## src/source/mem_pkg.sv

```systemverilog
`default_nettype none

package mem_pkg;

  localparam int L2_CMD_TAG_W = 8;

  // requester code in the top two tag bits
  localparam logic [1:0] L2_UPPER_TAG_PTW = 2'b11;

  localparam logic [L2_CMD_TAG_W-1:0] PTW_TAG = {L2_UPPER_TAG_PTW, {(L2_CMD_TAG_W-2){1'b0}}};

  typedef enum logic [4:0] {
    M_XRD = 5'b00000,  // int load
    M_XWR = 5'b00001,  // int store
    M_PFR = 5'b00010,  // prefetch read
    M_PFW = 5'b00011   // prefetch write
  } l2_cmd_t;

endpackage

`default_nettype wire

```

## src/source/ptw_pkg.sv

```systemverilog
`default_nettype none

package ptw_pkg;

  localparam int XLEN_W       = 64;
  localparam int PG_LEVELS    = 3;   // sv39
  localparam int VPN_FIELD_W  = 9;
  localparam int VPN_W        = 27;
  localparam int PPN_W        = 44;
  localparam int PADDR_W      = 56;
  localparam int PG_IDX_W     = 12;
  localparam int LEVEL_W      = 2;
  localparam int PTW_PORT_NUM = 2;   // itlb, dtlb

  typedef struct packed {
    logic [9:0]       reserved;
    logic [PPN_W-1:0] ppn;
    logic [1:0]       rsw;
    logic             d;
    logic             a;
    logic             g;
    logic             u;
    logic             x;
    logic             w;
    logic             r;
    logic             v;
  } pte_t;

  typedef struct packed {
    logic [VPN_W-1:0] vpn;
    logic [PPN_W-1:0] satp_ppn;  // root table of the requester
  } ptw_req_t;

endpackage

`default_nettype wire
```

## src/source/ptw_if.sv

```systemverilog
`default_nettype none

// one per tlb, translation request and walk result
interface tlb_ptw_if;
  import ptw_pkg::*;

  logic               req_valid;
  ptw_req_t           req;
  logic               req_ready;  // single cycle accept pulse
  logic               resp_valid;
  pte_t               resp_pte;
  logic [LEVEL_W-1:0] resp_level;
  logic               resp_fault;

  // request half, served by the arbiter
  modport requester (input req_valid, req, output req_ready);

  modport walker (output resp_valid, resp_pte, resp_level, resp_fault);
endinterface

// walker side lookup into the pte cache, plus fill from l2
interface pte_probe_if;
  import ptw_pkg::*;

  logic               req_valid;
  logic [PADDR_W-1:0] paddr;
  logic               resp_valid;
  logic               hit;
  pte_t               data;
  logic               fill_valid;
  logic [PADDR_W-1:0] fill_addr;
  logic [XLEN_W-1:0]  fill_data;

  modport walker (output req_valid, paddr, fill_valid, fill_addr, fill_data,
                  input resp_valid, hit, data);
  modport cache (input req_valid, paddr, fill_valid, fill_addr, fill_data,
                 output resp_valid, hit, data);
endinterface

`default_nettype wire

```

## src/source/ptw_top.sv

```systemverilog
`default_nettype none

module ptw_top (
  input  wire logic                              i_clk,
  input  wire logic                              i_reset_n,
  input  wire logic [ptw_pkg::PTW_PORT_NUM-1:0]  i_req_valid,
  input  wire logic [ptw_pkg::VPN_W-1:0]         i_req_vpn      [ptw_pkg::PTW_PORT_NUM],
  input  wire logic [ptw_pkg::PPN_W-1:0]         i_req_satp_ppn [ptw_pkg::PTW_PORT_NUM],
  output logic [ptw_pkg::PTW_PORT_NUM-1:0]       o_req_ready,
  output logic [ptw_pkg::PTW_PORT_NUM-1:0]       o_resp_valid,
  output ptw_pkg::pte_t                          o_resp_pte     [ptw_pkg::PTW_PORT_NUM],
  output logic [ptw_pkg::LEVEL_W-1:0]            o_resp_level   [ptw_pkg::PTW_PORT_NUM],
  output logic [ptw_pkg::PTW_PORT_NUM-1:0]       o_resp_fault,
  output logic                                   o_l2_req_valid,
  output mem_pkg::l2_cmd_t                       o_l2_req_cmd,
  output logic [ptw_pkg::PADDR_W-1:0]            o_l2_req_addr,
  output logic [mem_pkg::L2_CMD_TAG_W-1:0]       o_l2_req_tag,
  input  wire logic                              i_l2_req_ready,
  input  wire logic                              i_l2_resp_valid,
  input  wire logic [mem_pkg::L2_CMD_TAG_W-1:0]  i_l2_resp_tag,
  input  wire logic [ptw_pkg::XLEN_W-1:0]        i_l2_resp_data
);
  import ptw_pkg::*;

  logic [PTW_PORT_NUM-1:0] grant_oh;
  ptw_req_t                sel_req;
  logic                    sel_valid;
  logic                    idle;

  tlb_ptw_if   u_ptw_if [PTW_PORT_NUM] ();
  pte_probe_if u_probe ();

  generate
    for (genvar p = 0; p < PTW_PORT_NUM; p++) begin : g_port
      assign u_ptw_if[p].req_valid = i_req_valid[p];
      assign u_ptw_if[p].req       = '{vpn: i_req_vpn[p], satp_ppn: i_req_satp_ppn[p]};
      assign o_req_ready[p]        = u_ptw_if[p].req_ready;
      assign o_resp_valid[p]       = u_ptw_if[p].resp_valid;
      assign o_resp_pte[p]         = u_ptw_if[p].resp_pte;
      assign o_resp_level[p]       = u_ptw_if[p].resp_level;
      assign o_resp_fault[p]       = u_ptw_if[p].resp_fault;
    end
  endgenerate

  ptw_port_arbiter u_arbiter (
    .i_ptw_if    (u_ptw_if),
    .i_idle      (idle),
    .o_grant_oh  (grant_oh),
    .o_sel_req   (sel_req),
    .o_sel_valid (sel_valid)
  );

  pte_cache u_cache (
    .i_clk     (i_clk),
    .i_reset_n (i_reset_n),
    .probe     (u_probe)
  );

  ptw_walker u_walker (
    .i_clk           (i_clk),
    .i_reset_n       (i_reset_n),
    .i_ptw_if        (u_ptw_if),
    .i_grant_oh      (grant_oh),
    .i_sel_req       (sel_req),
    .i_sel_valid     (sel_valid),
    .o_idle          (idle),
    .probe           (u_probe),
    .o_l2_req_valid  (o_l2_req_valid),
    .o_l2_req_cmd    (o_l2_req_cmd),
    .o_l2_req_addr   (o_l2_req_addr),
    .o_l2_req_tag    (o_l2_req_tag),
    .i_l2_req_ready  (i_l2_req_ready),
    .i_l2_resp_valid (i_l2_resp_valid),
    .i_l2_resp_tag   (i_l2_resp_tag),
    .i_l2_resp_data  (i_l2_resp_data)
  );

endmodule

`default_nettype wire

```

## src/source/ptw_walker.sv

```systemverilog
`default_nettype none

module ptw_walker (
  input  wire logic                        i_clk,
  input  wire logic                        i_reset_n,
  tlb_ptw_if.walker                        i_ptw_if [ptw_pkg::PTW_PORT_NUM],
  input  wire logic [ptw_pkg::PTW_PORT_NUM-1:0] i_grant_oh,
  input  wire ptw_pkg::ptw_req_t           i_sel_req,
  input  wire logic                        i_sel_valid,
  output logic                             o_idle,
  pte_probe_if.walker                      probe,
  output logic                             o_l2_req_valid,
  output mem_pkg::l2_cmd_t                 o_l2_req_cmd,
  output logic [ptw_pkg::PADDR_W-1:0]      o_l2_req_addr,
  output logic [mem_pkg::L2_CMD_TAG_W-1:0] o_l2_req_tag,
  input  wire logic                        i_l2_req_ready,
  input  wire logic                        i_l2_resp_valid,
  input  wire logic [mem_pkg::L2_CMD_TAG_W-1:0] i_l2_resp_tag,
  input  wire logic [ptw_pkg::XLEN_W-1:0]  i_l2_resp_data
);
  import ptw_pkg::*;
  import mem_pkg::*;

  typedef enum logic [2:0] {
    IDLE         = 3'd0,
    PROBE        = 3'd1,
    PROBE_RESP   = 3'd2,
    L2_REQUEST   = 3'd3,
    L2_RESP_WAIT = 3'd4
  } state_t;

  state_t                  r_state;
  logic [LEVEL_W-1:0]      r_level;
  logic [PTW_PORT_NUM-1:0] r_grant_oh;
  logic [VPN_W-1:0]        r_vpn;
  logic [PADDR_W-1:0]      r_addr;

  pte_t pte;
  logic l2_match;
  logic pte_arrived;
  logic is_leaf;
  logic bad_pte;
  logic last_level;
  logic walk_done;
  logic walk_fault;

  // table base plus vpn field of the level, 8-byte entries
  function automatic logic [PADDR_W-1:0] pte_addr(input logic [PPN_W-1:0]   ppn,
                                                  input logic [VPN_W-1:0]   vpn,
                                                  input logic [LEVEL_W-1:0] level);
    logic [VPN_FIELD_W-1:0] field;
    field = vpn[level*VPN_FIELD_W +: VPN_FIELD_W];
    return {ppn, {PG_IDX_W{1'b0}}} +
           PADDR_W'({field, {$clog2(XLEN_W / 8){1'b0}}});
  endfunction

  assign l2_match = (r_state == L2_RESP_WAIT) & i_l2_resp_valid & (i_l2_resp_tag == PTW_TAG);

  assign pte_arrived = ((r_state == PROBE_RESP) & probe.resp_valid & probe.hit) | l2_match;

  assign pte = (r_state == L2_RESP_WAIT) ? pte_t'(i_l2_resp_data) : probe.data;

  assign is_leaf    = pte.v & (pte.r | pte.x);
  assign bad_pte    = ~pte.v | (pte.w & ~pte.r);
  assign last_level = (r_level == '0);
  assign walk_done  = is_leaf | bad_pte | last_level;
  assign walk_fault = bad_pte | (~is_leaf & last_level);  // pointer at level 0

  always_ff @(posedge i_clk or negedge i_reset_n) begin
    if (!i_reset_n) begin
      r_state    <= IDLE;
      r_level    <= '0;
      r_grant_oh <= '0;
    end else begin
      case (r_state)
        IDLE: begin
          if (i_sel_valid) begin
            r_state    <= PROBE;
            r_level    <= LEVEL_W'(PG_LEVELS - 1);
            r_grant_oh <= i_grant_oh;
          end
        end
        PROBE: r_state <= PROBE_RESP;
        PROBE_RESP: begin
          if (!probe.hit) begin
            r_state <= L2_REQUEST;
          end else begin
            r_state <= walk_done ? IDLE : PROBE;
            if (!walk_done) r_level <= r_level - 1'b1;
          end
        end
        L2_REQUEST: begin
          if (i_l2_req_ready) r_state <= L2_RESP_WAIT;
        end
        L2_RESP_WAIT: begin
          if (l2_match) begin
            r_state <= walk_done ? IDLE : PROBE;
            if (!walk_done) r_level <= r_level - 1'b1;
          end
        end
        default: r_state <= IDLE;
      endcase
    end
  end

  always_ff @(posedge i_clk) begin
    if ((r_state == IDLE) && i_sel_valid) begin
      r_vpn  <= i_sel_req.vpn;
      r_addr <= pte_addr(i_sel_req.satp_ppn, i_sel_req.vpn, LEVEL_W'(PG_LEVELS - 1));
    end else if (pte_arrived && !walk_done) begin
      r_addr <= pte_addr(pte.ppn, r_vpn, r_level - 1'b1);  // next level table
    end
  end

  assign o_idle = (r_state == IDLE);

  assign probe.req_valid  = (r_state == PROBE);
  assign probe.paddr      = r_addr;
  assign probe.fill_valid = l2_match;
  assign probe.fill_addr  = r_addr;
  assign probe.fill_data  = i_l2_resp_data;

  generate
    for (genvar p = 0; p < PTW_PORT_NUM; p++) begin : g_resp
      assign i_ptw_if[p].resp_valid = pte_arrived & walk_done & r_grant_oh[p];
      assign i_ptw_if[p].resp_pte   = pte;
      assign i_ptw_if[p].resp_level = r_level;
      assign i_ptw_if[p].resp_fault = walk_fault;
    end
  endgenerate

  // request held while in L2_REQUEST
  assign o_l2_req_valid = (r_state == L2_REQUEST);
  assign o_l2_req_cmd   = M_XRD;
  assign o_l2_req_addr  = r_addr;
  assign o_l2_req_tag   = PTW_TAG;

endmodule

`default_nettype wire

```

## src/source/pte_cache.sv

```systemverilog
`default_nettype none

module pte_cache (
  input wire logic    i_clk,
  input wire logic    i_reset_n,
  pte_probe_if.cache  probe
);
  import ptw_pkg::*;

  localparam int CACHE_LINES = 8;
  localparam int IDX_W       = $clog2(CACHE_LINES);
  localparam int OFS_W       = $clog2(XLEN_W / 8);   // one pte per line
  localparam int TAG_LSB     = IDX_W + OFS_W;
  localparam int TAG_W       = PADDR_W - TAG_LSB;

  logic [CACHE_LINES-1:0] r_valid;
  logic [TAG_W-1:0]       r_tag  [CACHE_LINES];
  pte_t                   r_data [CACHE_LINES];

  logic [IDX_W-1:0] probe_idx;
  logic [TAG_W-1:0] probe_tag;
  logic [IDX_W-1:0] fill_idx;
  logic [TAG_W-1:0] fill_tag;
  logic             tag_match;

  assign probe_idx = probe.paddr[OFS_W +: IDX_W];
  assign probe_tag = probe.paddr[PADDR_W-1:TAG_LSB];
  assign fill_idx  = probe.fill_addr[OFS_W +: IDX_W];
  assign fill_tag  = probe.fill_addr[PADDR_W-1:TAG_LSB];

  assign tag_match = r_valid[probe_idx] & (r_tag[probe_idx] == probe_tag);

  always_ff @(posedge i_clk or negedge i_reset_n) begin
    if (!i_reset_n) begin
      r_valid          <= '0;
      probe.resp_valid <= 1'b0;
      probe.hit        <= 1'b0;
    end else begin
      if (probe.fill_valid) begin
        r_valid[fill_idx] <= 1'b1;
      end
      // answer lands one cycle after the probe
      probe.resp_valid <= probe.req_valid;
      probe.hit        <= probe.req_valid & tag_match;
    end
  end

  always_ff @(posedge i_clk) begin
    if (probe.fill_valid) begin
      r_tag[fill_idx]  <= fill_tag;
      r_data[fill_idx] <= pte_t'(probe.fill_data);
    end
    if (probe.req_valid) begin
      probe.data <= r_data[probe_idx];  // only meaningful with hit
    end
  end

endmodule

`default_nettype wire

```

## src/source/ptw_port_arbiter.sv

```systemverilog
`default_nettype none

module ptw_port_arbiter (
  tlb_ptw_if.requester                     i_ptw_if [ptw_pkg::PTW_PORT_NUM],
  input  wire logic                        i_idle,
  output logic [ptw_pkg::PTW_PORT_NUM-1:0] o_grant_oh,
  output ptw_pkg::ptw_req_t                o_sel_req,
  output logic                             o_sel_valid
);
  import ptw_pkg::*;

  logic [PTW_PORT_NUM-1:0] req_valid;
  ptw_req_t                req [PTW_PORT_NUM];

  generate
    for (genvar p = 0; p < PTW_PORT_NUM; p++) begin : g_port
      assign req_valid[p] = i_ptw_if[p].req_valid;
      assign req[p]       = i_ptw_if[p].req;
      assign i_ptw_if[p].req_ready = i_idle & o_grant_oh[p];
    end
  endgenerate

  // lowest valid index wins, so port 0 takes ties
  assign o_grant_oh  = req_valid & (~req_valid + 1'b1);
  assign o_sel_valid = |req_valid;

  always_comb begin
    o_sel_req = '0;
    for (int p = 0; p < PTW_PORT_NUM; p++) begin
      if (o_grant_oh[p]) begin
        o_sel_req = ptw_req_t'(o_sel_req | req[p]);
      end
    end
  end

endmodule

`default_nettype wire

```

## config.mk

```make
export PLATFORM = sky130hd
export DESIGN_NAME = ptw_top
export DESIGN_NICKNAME = d
export VERILOG_FILES = /design/src/source/mem_pkg.sv /design/src/source/ptw_pkg.sv /design/src/source/ptw_if.sv /design/src/source/ptw_top.sv /design/src/source/ptw_walker.sv /design/src/source/pte_cache.sv /design/src/source/ptw_port_arbiter.sv
export SDC_FILE = /design/constraint.sdc
export NUM_CORES = 1
export LEC_CHECK = 0
export CAP_MARGIN = 20
export CORE_UTILIZATION = 45
export CTS_BUF_LIST = sky130_fd_sc_hd__clkbuf_4 sky130_fd_sc_hd__clkbuf_8
export DETAILED_ROUTE_END_ITERATION = 7
export DONT_BUFFER_PORTS = 1
export PLACE_DENSITY = 0.64
export SYNTH_ARGS = -nofsm -noshare
export SYNTH_HDL_FRONTEND = slang
export SYNTH_HIERARCHICAL = 1
export SYNTH_SLANG_ARGS = --single-unit
```

## constraint.sdc

```tcl
create_clock -name i_clk -period 9.35 [get_ports i_clk]
set_input_delay 0.4675 -clock i_clk [delete_from_list [all_inputs] [get_ports i_clk]]
set_output_delay 0.4675 -clock i_clk [all_outputs]
set_load 0.1 [all_outputs]
```

Word level (Yosys, flattened, before mapping)
Memories as Yosys holds them, arrays and structs flattened. A register that Yosys moved wholly into a read port is not among the register bits.
Index checks and enable logic that the tools add are counted.
{"block": "op_classes", "order_cmp": 2, "mul": 1, "bitwise_logic": 27, "n_eq_ne": 10, "n_div": 0, "n_reduce_logical": 12, "muxes": 23, "addsub": 4, "shift": 1}
{"op": "two-way mux 71 bit", "n": 2}
{"op": "adder 56 x 12 -> 56 bit", "n": 2}
{"op": "two-way mux 56 bit", "n": 2}
{"op": "bitwise OR 71 bit", "n": 1}
{"op": "two-way mux 64 bit", "n": 1}
{"op": "equality test 50 bit", "n": 1}
{"op": "indexed part select 27 x 7 -> 9 bit", "n": 1}
{"op": "two-way mux 3 bit", "n": 5}
{"op": "one-hot mux 3 bit (5 select lines)", "n": 1}
{"op": "AND 1 bit", "n": 14}
{"op": "equality test 8 bit (second input constant)", "n": 1}
{"op": "two-way mux 2 bit", "n": 4}
{"op": "bitwise OR 8 bit", "n": 1}
{"op": "equality test 3 x 2 -> 1 bit (second input constant)", "n": 2}
{"op": "multiplier 2 x 4 -> 6 bit (second input constant)", "n": 1}
{"op": "inequality test 2 x 1 -> 1 bit (second input constant)", "n": 3}
{"op": "bitwise OR 1 bit", "n": 6}
{"op": "one-hot mux 2 bit (3 select lines)", "n": 1}
{"op": "two-way mux 1 bit", "n": 5}
{"op": "less-than comparator 3 x 4 -> 1 bit (second input constant)", "n": 1}
{"op": "AND reduction 4 bit", "n": 1}
{"op": "binary-select mux 1 bit (select 3 bit)", "n": 1}
{"op": "demux 1 bit (select 3 bit)", "n": 1}
{"op": "equality test 3 x 1 -> 1 bit (second input constant)", "n": 1}
{"op": "other kinds (17)", "n": 21}
{"block": "totals", "reg_bits": 100, "word_cells": 90, "ramBits": 912, "mem_bits_ro": 0, "output_inout_bits": 208, "latchBits": 0, "memories": 2}
{"name": "u_cache.r_data", "depth": 8, "word_bits": 64, "read_ports": 1, "rd_clocked_by_memory_dff": 1, "write_ports": 1, "line": "pte_cache.sv:18", "text": "pte_t r_data [CACHE_LINES];"}
{"name": "u_cache.r_tag", "depth": 8, "word_bits": 50, "read_ports": 1, "rd_clocked_by_memory_dff": 1, "write_ports": 1, "line": "pte_cache.sv:17", "text": "logic [TAG_W-1:0] r_tag [CACHE_LINES];"}

Logic depth before layout (Yosys ltp)
Gate-level depths: netlist of run 1.
{"block": "logic_depth", "depth_word": 12, "ltp_mapped": 12, "mapped_depth_nobuf": 7}

By module
Netlist of run 1, hierarchy kept.
{"module": "pte_cache", "area_each_um2": 37064.3, "cells_per_inst": 1552, "instances": 1, "seq_area_each_um2": 29558.3}
{"module": "ptw_walker", "area_each_um2": 6492.5, "cells_per_inst": 710, "instances": 1, "seq_area_each_um2": 2577.5}
{"module": "ptw_port_arbiter", "area_each_um2": 784.5, "cells_per_inst": 92, "instances": 1, "seq_area_each_um2": 0.0}
{"module": "ptw_top", "area_each_um2": 45.0, "cells_per_inst": 6, "instances": 1, "seq_area_each_um2": 0.0}

Worst setup path before layout of run 1
No wires, ideal clock.
{"block": "synth_path", "path_type": "reg-to-reg", "startpoint": "reg u_walker.r_state[2]", "endpoint": "reg u_cache.r_valid[0]", "path_stages_with_launch": 9, "path_slack_ns": -0.686, "t_required_ns": 9.236, "setup_time_ns": 0.114, "arrival_time_ns": 9.922, "synth_period_minus_slack_ns": 10.036, "cell_sequence": "dfrtp_1 -> clkbuf_1 -> nand2_1 -> buf_2 -> buf_2 -> nor2_1 -> nand2b_1 -> nor3_1 -> or2_2"}
{"block": "synth_via", "elab_chain_cells": 3}
{"element": "from (decl)", "line": "ptw_walker.sv:32", "text": "state_t r_state;"}
{"element": "from (signal assigned)", "line": "ptw_walker.sv:88", "text": "r_state <= walk_done ? IDLE : PROBE;"}
{"element": "from (signal assigned)", "line": "ptw_walker.sv:97", "text": "r_state <= walk_done ? IDLE : PROBE;"}
{"element": "equality test 3 bit", "line": "ptw_walker.sv:57", "text": "assign l2_match = (r_state == L2_RESP_WAIT) & i_l2_resp_valid & (i_l2_resp_tag == PTW_TAG);"}
{"element": "AND 1 bit (2 in a row)", "line": "ptw_walker.sv:57"}
{"element": "net u_probe.fill_valid", "line": "ptw_if.sv:30", "text": "logic fill_valid;"}
{"element": "to (signal assigned)", "line": "pte_cache.sv:35", "text": "r_valid <= '0;"}
{"element": "to (signal, indexed assignment)", "line": "pte_cache.sv:40", "text": "r_valid[fill_idx] <= 1'b1;"}
{"element": "to (decl)", "line": "pte_cache.sv:16", "text": "logic [CACHE_LINES-1:0] r_valid;"}
The timed path passes the listed nets, and every way through them passes these cells.
A chain may end at the register's enable or synchronous reset.

==> results of run 1 <==
## placed cells by master, fill, tap and decap left out, types with 3 or more instances in the layout
cell type	n
a21oi_1	21
a221oi_1	3
a22o_1	71
a22oi_1	29
buf_12	7
buf_16	8
buf_4	83
bufinv_16	11
clkbuf_4	42
clkbuf_8	176
clkinv_1	53
clkinv_2	20
clkinvlp_4	6
conb_1	16
dfrtp_1	15
diode_2	6
dlygate4sd3_1	169
edfxtp_1	1056
inv_1	7
inv_8	5
mux2_2	112
mux2i_1	89
mux4_1	6
mux4_2	193
nand2_1	132
nand2_2	62
nand2_4	3
nand2b_1	5
nand4_1	4
nor2_1	27
nor2_4	6
nor2b_1	3
nor4_1	11
o21ai_0	20
o21ai_1	11
or2_2	9
xnor2_1	49
## critical path, cell delays in order, from the launching register on
cell,delay [ns]
dfrtp_1,0.62
nor3b_4,0.30
buf_4,0.43
mux2_2,0.96
o21ba_2,0.28
o21ai_4,0.11
buf_4,0.51
## where the power goes
group	switching [W]	total [W]	internal, W
logic	0.00510	0.00660	0.00150
clock network	0.00183	0.00406	0.00223
registers	0.000162	0.00605	0.00589
## worst max path at each step
stage / from / endpoint / cells past startpoint
floorplan: u_walker/r_state[2] / u_cache/r_valid[1] / 8
global placement: u_walker/o_l2_req_addr[3] / u_cache/probe.hit / 8
detailed placement: u_walker/o_l2_req_addr[3] / u_cache/probe.hit / 8
CTS: u_walker/r_state[2] / o_resp_fault[0] / 6
global route: u_walker/o_l2_req_addr[3] / u_cache/probe.hit / 8
finish: u_walker/r_state[2] / o_resp_fault[0] / 6
## registers in the layout, summed over array words and instances, names as in the netlist
name                          flops
u_cache/r_data                  512
u_cache/r_tag                   400
u_cache/probe.data               64
u_walker/o_l2_req_addr           53
u_walker/r_vpn                   27
u_cache/r_valid                   8
u_walker/r_state                  3
u_walker/i_ptw_if.resp_level      2
u_walker/r_grant_oh               2
u_cache/probe.hit                 1
u_cache/probe.resp_valid          1
## per-stage QoR
stage               cells  instance area [sq um]  hold slack [ns]  setup WS [ns]
floorplan            2368                  44400            0.172           2.49
global placement     3367                  44500            0.175           4.95
detailed placement   3369                  44600            0.175           4.94
CTS                  3853                  49800          0.00216           4.70
global route         3861                  49900           0.0329           4.62
finish               3862                  49900           0.0629           4.77
## per-layer routing
metal	global-route usage, %	vias to the layer above	wire [microns]
li1	-	9236	-
met5	0	-	17
met1	29.6	11400	44800
met2	34.8	938	52400
met4	6.27	2	1920
met3	6.00	142	9140
## repair_timing
item                      CTS  global route
resized for setup           0             0
hold buffers              170             0
hold endpoints to repair  593             0
buffers inserted            0             0
## area by class of cell
| class | count | area [sq um] | share of cell area [%] |
|---|---|---|---|
| Inverter | 8 | 30.0 | 0.0602 |
| Multi-Input combinational cell | 917 | 9910 | 19.9 |
| Tap cell | 1276 | 1600 | 3.20 |
| Sequential cell | 1073 | 32100 | 64.5 |
| Clock buffer | 218 | 2740 | 5.49 |
| Timing Repair Buffer | 268 | 2690 | 5.39 |
| Clock inverter | 96 | 739 | 1.48 |
| Antenna cell | 6 | 15.0 | 0.0301 |
==> flow_metrics.tcl, run 1 <==
set metrics [dict create \
    status "finished, final reports clean" \
    power_density_nw_per_um2 335 \
    yosysWarnings 6 \
    max_clock_freq_mhz 218 \
    rr_worst_depth 8 \
    whs_path_depth 2 \
    fin_tns_setup_ns 0 \
    p_total_w 0.0167 \
    fillCellCount 7663 \
    setup_viol_count_final 0 \
    fin_crit_ns 4.58 \
    cp.arrival_ns 4.11 \
    drive_gt1_share_pct 29.7 \
    io_pins 428 \
    numPortBuffers 0 \
    hold_viol 0 \
    critPathCaptureType "output port" \
    min_from "i_req_satp_ppn[62]" \
    skew_ns 0.0389 \
    vdd_ir_drop_max_mv 0.298 \
    grt_pass1_wl_mm 156 \
    start_util_pct 45.6 \
    ant_nets 0 \
    fin_util_pct 51.3 \
    period_share_pct 49.0 \
    drc 0 \
    regToRegStartpoint "u_walker/o_l2_req_addr[3]" \
    rsz0062_at_grt "false" \
    hold_path_class "primary input to register" \
    synthCells 2354 \
    area_delta_synth_final_pct 12.4 \
    grt_start_max_net_pins 119 \
    clock_latency_ns 0.84 \
    die_h_microns 316 \
    routed_via_density 5.63 \
    tritoncts "built" \
    clockRootBuffer "clkbuf_8" \
    antenna_found_initial 7 \
    grt_overflow 0 \
    grt_pass1_vias 22700 \
    setup.worst_path.class "register to output port" \
    drtIter0Drc 1734 \
    slew_headroom_pct 20.4 \
    gp_congestion 0.747 \
    synth_area_sq_um 44300 \
    holdPathEnd "u_walker/o_l2_req_addr[30]" \
    cellLeakagePower_nw 16.6 \
    avgSynthCellArea_sq_um 18.8 \
    tightestPinTransition_ns 1.19 \
    coreArea_sq_um 97100 \
    r2r-end "u_cache/probe.hit" \
    nets 2663 \
    worstPathRequired_ns 8.88 \
    dieWidth_microns 316 \
    cts_htree_levels 4 \
    firstDrtPassIters 5 \
    vias 21800 \
    crit_fanout 32 \
    grt_use_total_pct 21.9 \
    clock_sinks 1073 \
    die_area_sq_um 99800 \
    cts_buffer_depth 3 \
    r2r_slack_ns 4.98 \
    drv_slew 0 \
    rows 114 \
    dp_hpwl_mm 60.1 \
    startpoint_type "register" \
    wl_per_cell_microns 28.1 \
    maxCapViolations 0 \
    wl_mm 108 \
    cts_made_buffers 174 \
    cts.clk_slew.worst_paths_ns 0.06 \
]
Note: power is estimated with default switching activity, not from simulation.
==> inputs of run 2 (changes only) <==
--- a/config.mk
+++ b/config.mk
@@ -5,12 +5,13 @@
 export SDC_FILE = /design/constraint.sdc
 export NUM_CORES = 1
 export LEC_CHECK = 0
+export ABC_AREA = 1
 export CAP_MARGIN = 20
 export CORE_UTILIZATION = 45
 export CTS_BUF_LIST = sky130_fd_sc_hd__clkbuf_4 sky130_fd_sc_hd__clkbuf_8
 export DETAILED_ROUTE_END_ITERATION = 7
 export DONT_BUFFER_PORTS = 1
-export PLACE_DENSITY = 0.64
+export PLACE_DENSITY = 0.62
 export SYNTH_ARGS = -nofsm -noshare
 export SYNTH_HDL_FRONTEND = slang
 export SYNTH_HIERARCHICAL = 1
==> constraint.sdc (replaced) <==
create_clock -name i_clk -period 4.6 [get_ports i_clk]
set_input_delay 0.23 -clock i_clk [delete_from_list [all_inputs] [get_ports i_clk]]
set_output_delay 0.23 -clock i_clk [all_outputs]
set_load 0.1 [all_outputs]
==> run 2 against run 1 <==
Compared with the run above: design area rose by 7.2%; clock power rose by 99%; synthesized cell count rose by 84%; total power rose by 130%; clock-buffer cell count rose by 34; worst setup slack got worse by 4.0 ns; cell count rose by 53%; utilization rose by 0.17 points; sequential share of layout area fell by 4.3 points; sequential power rose by 100%; register-to-register slack got worse by 3.6 ns; critical path type unchanged; critical endpoint is now o_resp_pte[118].
==> flow_metrics.tcl, run 2 <==
set metrics [dict create \
    skew_ns 0.0579 \
    wl_per_cell_microns 22.2 \
    hold_path_class "primary input to register" \
    power_density_nw_per_um2 719 \
    cellLeakagePower_nw 20.2 \
    final_cell_area_sq_um 53400 \
    synth_area_sq_um 47200 \
    drtIter0Drc 2865 \
    grt_pass1_wl_mm 195 \
    ant_nets 0 \
    clock_sinks 1073 \
    synthCells 4336 \
    die_h_microns 326 \
    period_share_pct 82.7 \
    dieWidth_microns 326 \
    clockRootBuffer "clkbuf_8" \
    hold_viol 0 \
    cts_made_buffers 175 \
    coreArea_sq_um 104000 \
    tritoncts "built" \
    p_total_w 0.0384 \
    start_util_pct 45.5 \
    top_regs "u_cache/r_data (512), u_cache/r_tag (400), u_cache/probe.data (64)" \
    cts_setup_buffers 0 \
    crit_fanout 39 \
    final_cell_mix "edfxtp_1 (1056), nand2_1 (850), nor2_1 (724)" \
    nets 4630 \
    fin_util_pct 51.5 \
    wl_mm 132 \
    vdd_ir_drop_max_mv 0.898 \
    antenna_found_initial 14 \
    die_area_sq_um 106000 \
    critPathCaptureType "output port" \
    cts_htree_levels 4 \
    setup.worst_path.class "register to output port" \
    worstPathRequired_ns 4.37 \
    yosysWarnings 6 \
    cp.arrival_ns 3.58 \
    layout_commonest_cell "edfxtp_1" \
    drive_gt1_share_pct 11.6 \
    grt_overflow 0 \
    area_delta_synth_final_pct 13.2 \
    dp_hpwl_mm 71.4 \
    grt_start_max_net_pins 155 \
    io_pins 428 \
    fin_crit_ns 3.81 \
    vias 31900 \
    tightestPinTransition_ns 1.08 \
    status "finished, final reports clean" \
    avgSynthCellArea_sq_um 10.9 \
    firstDrtPassIters 6 \
    numPortBuffers 0 \
    drv_slew 0 \
    rows 118 \
    placed_area_sq_um 47600 \
    slew_headroom_pct 28.3 \
    routed_via_density 5.38 \
    clock_latency_ns 0.86 \
    rsz0062_at_grt "false" \
    finalNonFillerCells 5923 \
    place_inst 5372 \
    gp_congestion 0.811 \
    maxCapViolations 0 \
    startpoint_type "register" \
    cts_buffer_depth 3 \
    largest_register_ffs 512 \
    setup_viol_count_final 0 \
    cts.clk_slew.worst_paths_ns 0.06 \
    max_clock_freq_mhz 263 \
    grt_use_total_pct 24.5 \
    grt_pass1_vias 30700 \
    drc 0 \
    largest_register "u_cache/r_data" \
]
## run 2: power by group
part,switching [W],internal (W)
sequential,0.000275,0.0122
clock,0.00383,0.00426
combinational,0.0144,0.00350
## run 2: per-stage QoR
stage	worst slack [ns]	TNS, ns	hold slack [ns]
final	0.794	0	0.133
after global routing	0.684	0	0.0764
after CTS	0.755	0	0.0198
after detailed placement	1.41	0	-0.0624
after global placement	1.47	0	-0.0625
after floorplan	-0.190	-81.18	-0.0656
## run 2: final cells by class
| cell class | count | area, sq um |
|---|---|---|
| Antenna cell | 6 | 15.0 |
| Clock inverter | 53 | 345 |
| Tap cell | 1380 | 1730 |
| Fill cell | 8911 | 50300 |
| Multi-Input combinational cell | 2514 | 11100 |
| Sequential cell | 1073 | 32100 |
| Clock buffer | 252 | 3030 |
| Timing Repair Buffer | 373 | 4010 |
| Inverter | 272 | 1040 |
## run 2: per-layer routing
layer	vias up	part of all wire (%)	track usage, %
li1	14600	-	-
met1	15500	42	33.5
met2	1485	46	38.5
met3	284	8.9	6.08
met4	12	2.6	7.88
met5	-	0.060	0
## run 2: what timing repair did
| action | in CTS | in global routing |
|---|---|---|
| gates resized for setup | 0 | 0 |
| endpoints found under the hold margin | 616 | 0 |
| hold buffers | 239 | 0 |
## run 2: final timing paths
check	slack, ns	from	cells past startpoint	end
hold reg to reg	0.46	u_cache/r_valid[5]	2	u_cache/r_valid[5]
max in group asynchronous	3.87	i_reset_n	4	u_cache/r_valid[6]
min in group asynchronous	0.55	i_reset_n	4	u_cache/probe.resp_valid
setup reg to reg	1.42	u_walker/o_l2_req_addr[4]	12	u_cache/probe.hit
hold / removal	0.13	i_req_satp_ppn[86]	4	u_walker/o_l2_req_addr[54]
setup / recovery	0.79	u_walker/r_state[2]	4	o_resp_pte[118]
## run 2: critical path, cell delays in order (launching register included)
cell	delay (ns)
dfrtp_1	0.53
nand2_4	0.46
buf_4	0.63
nand2_1	0.27
nand2_2	0.82
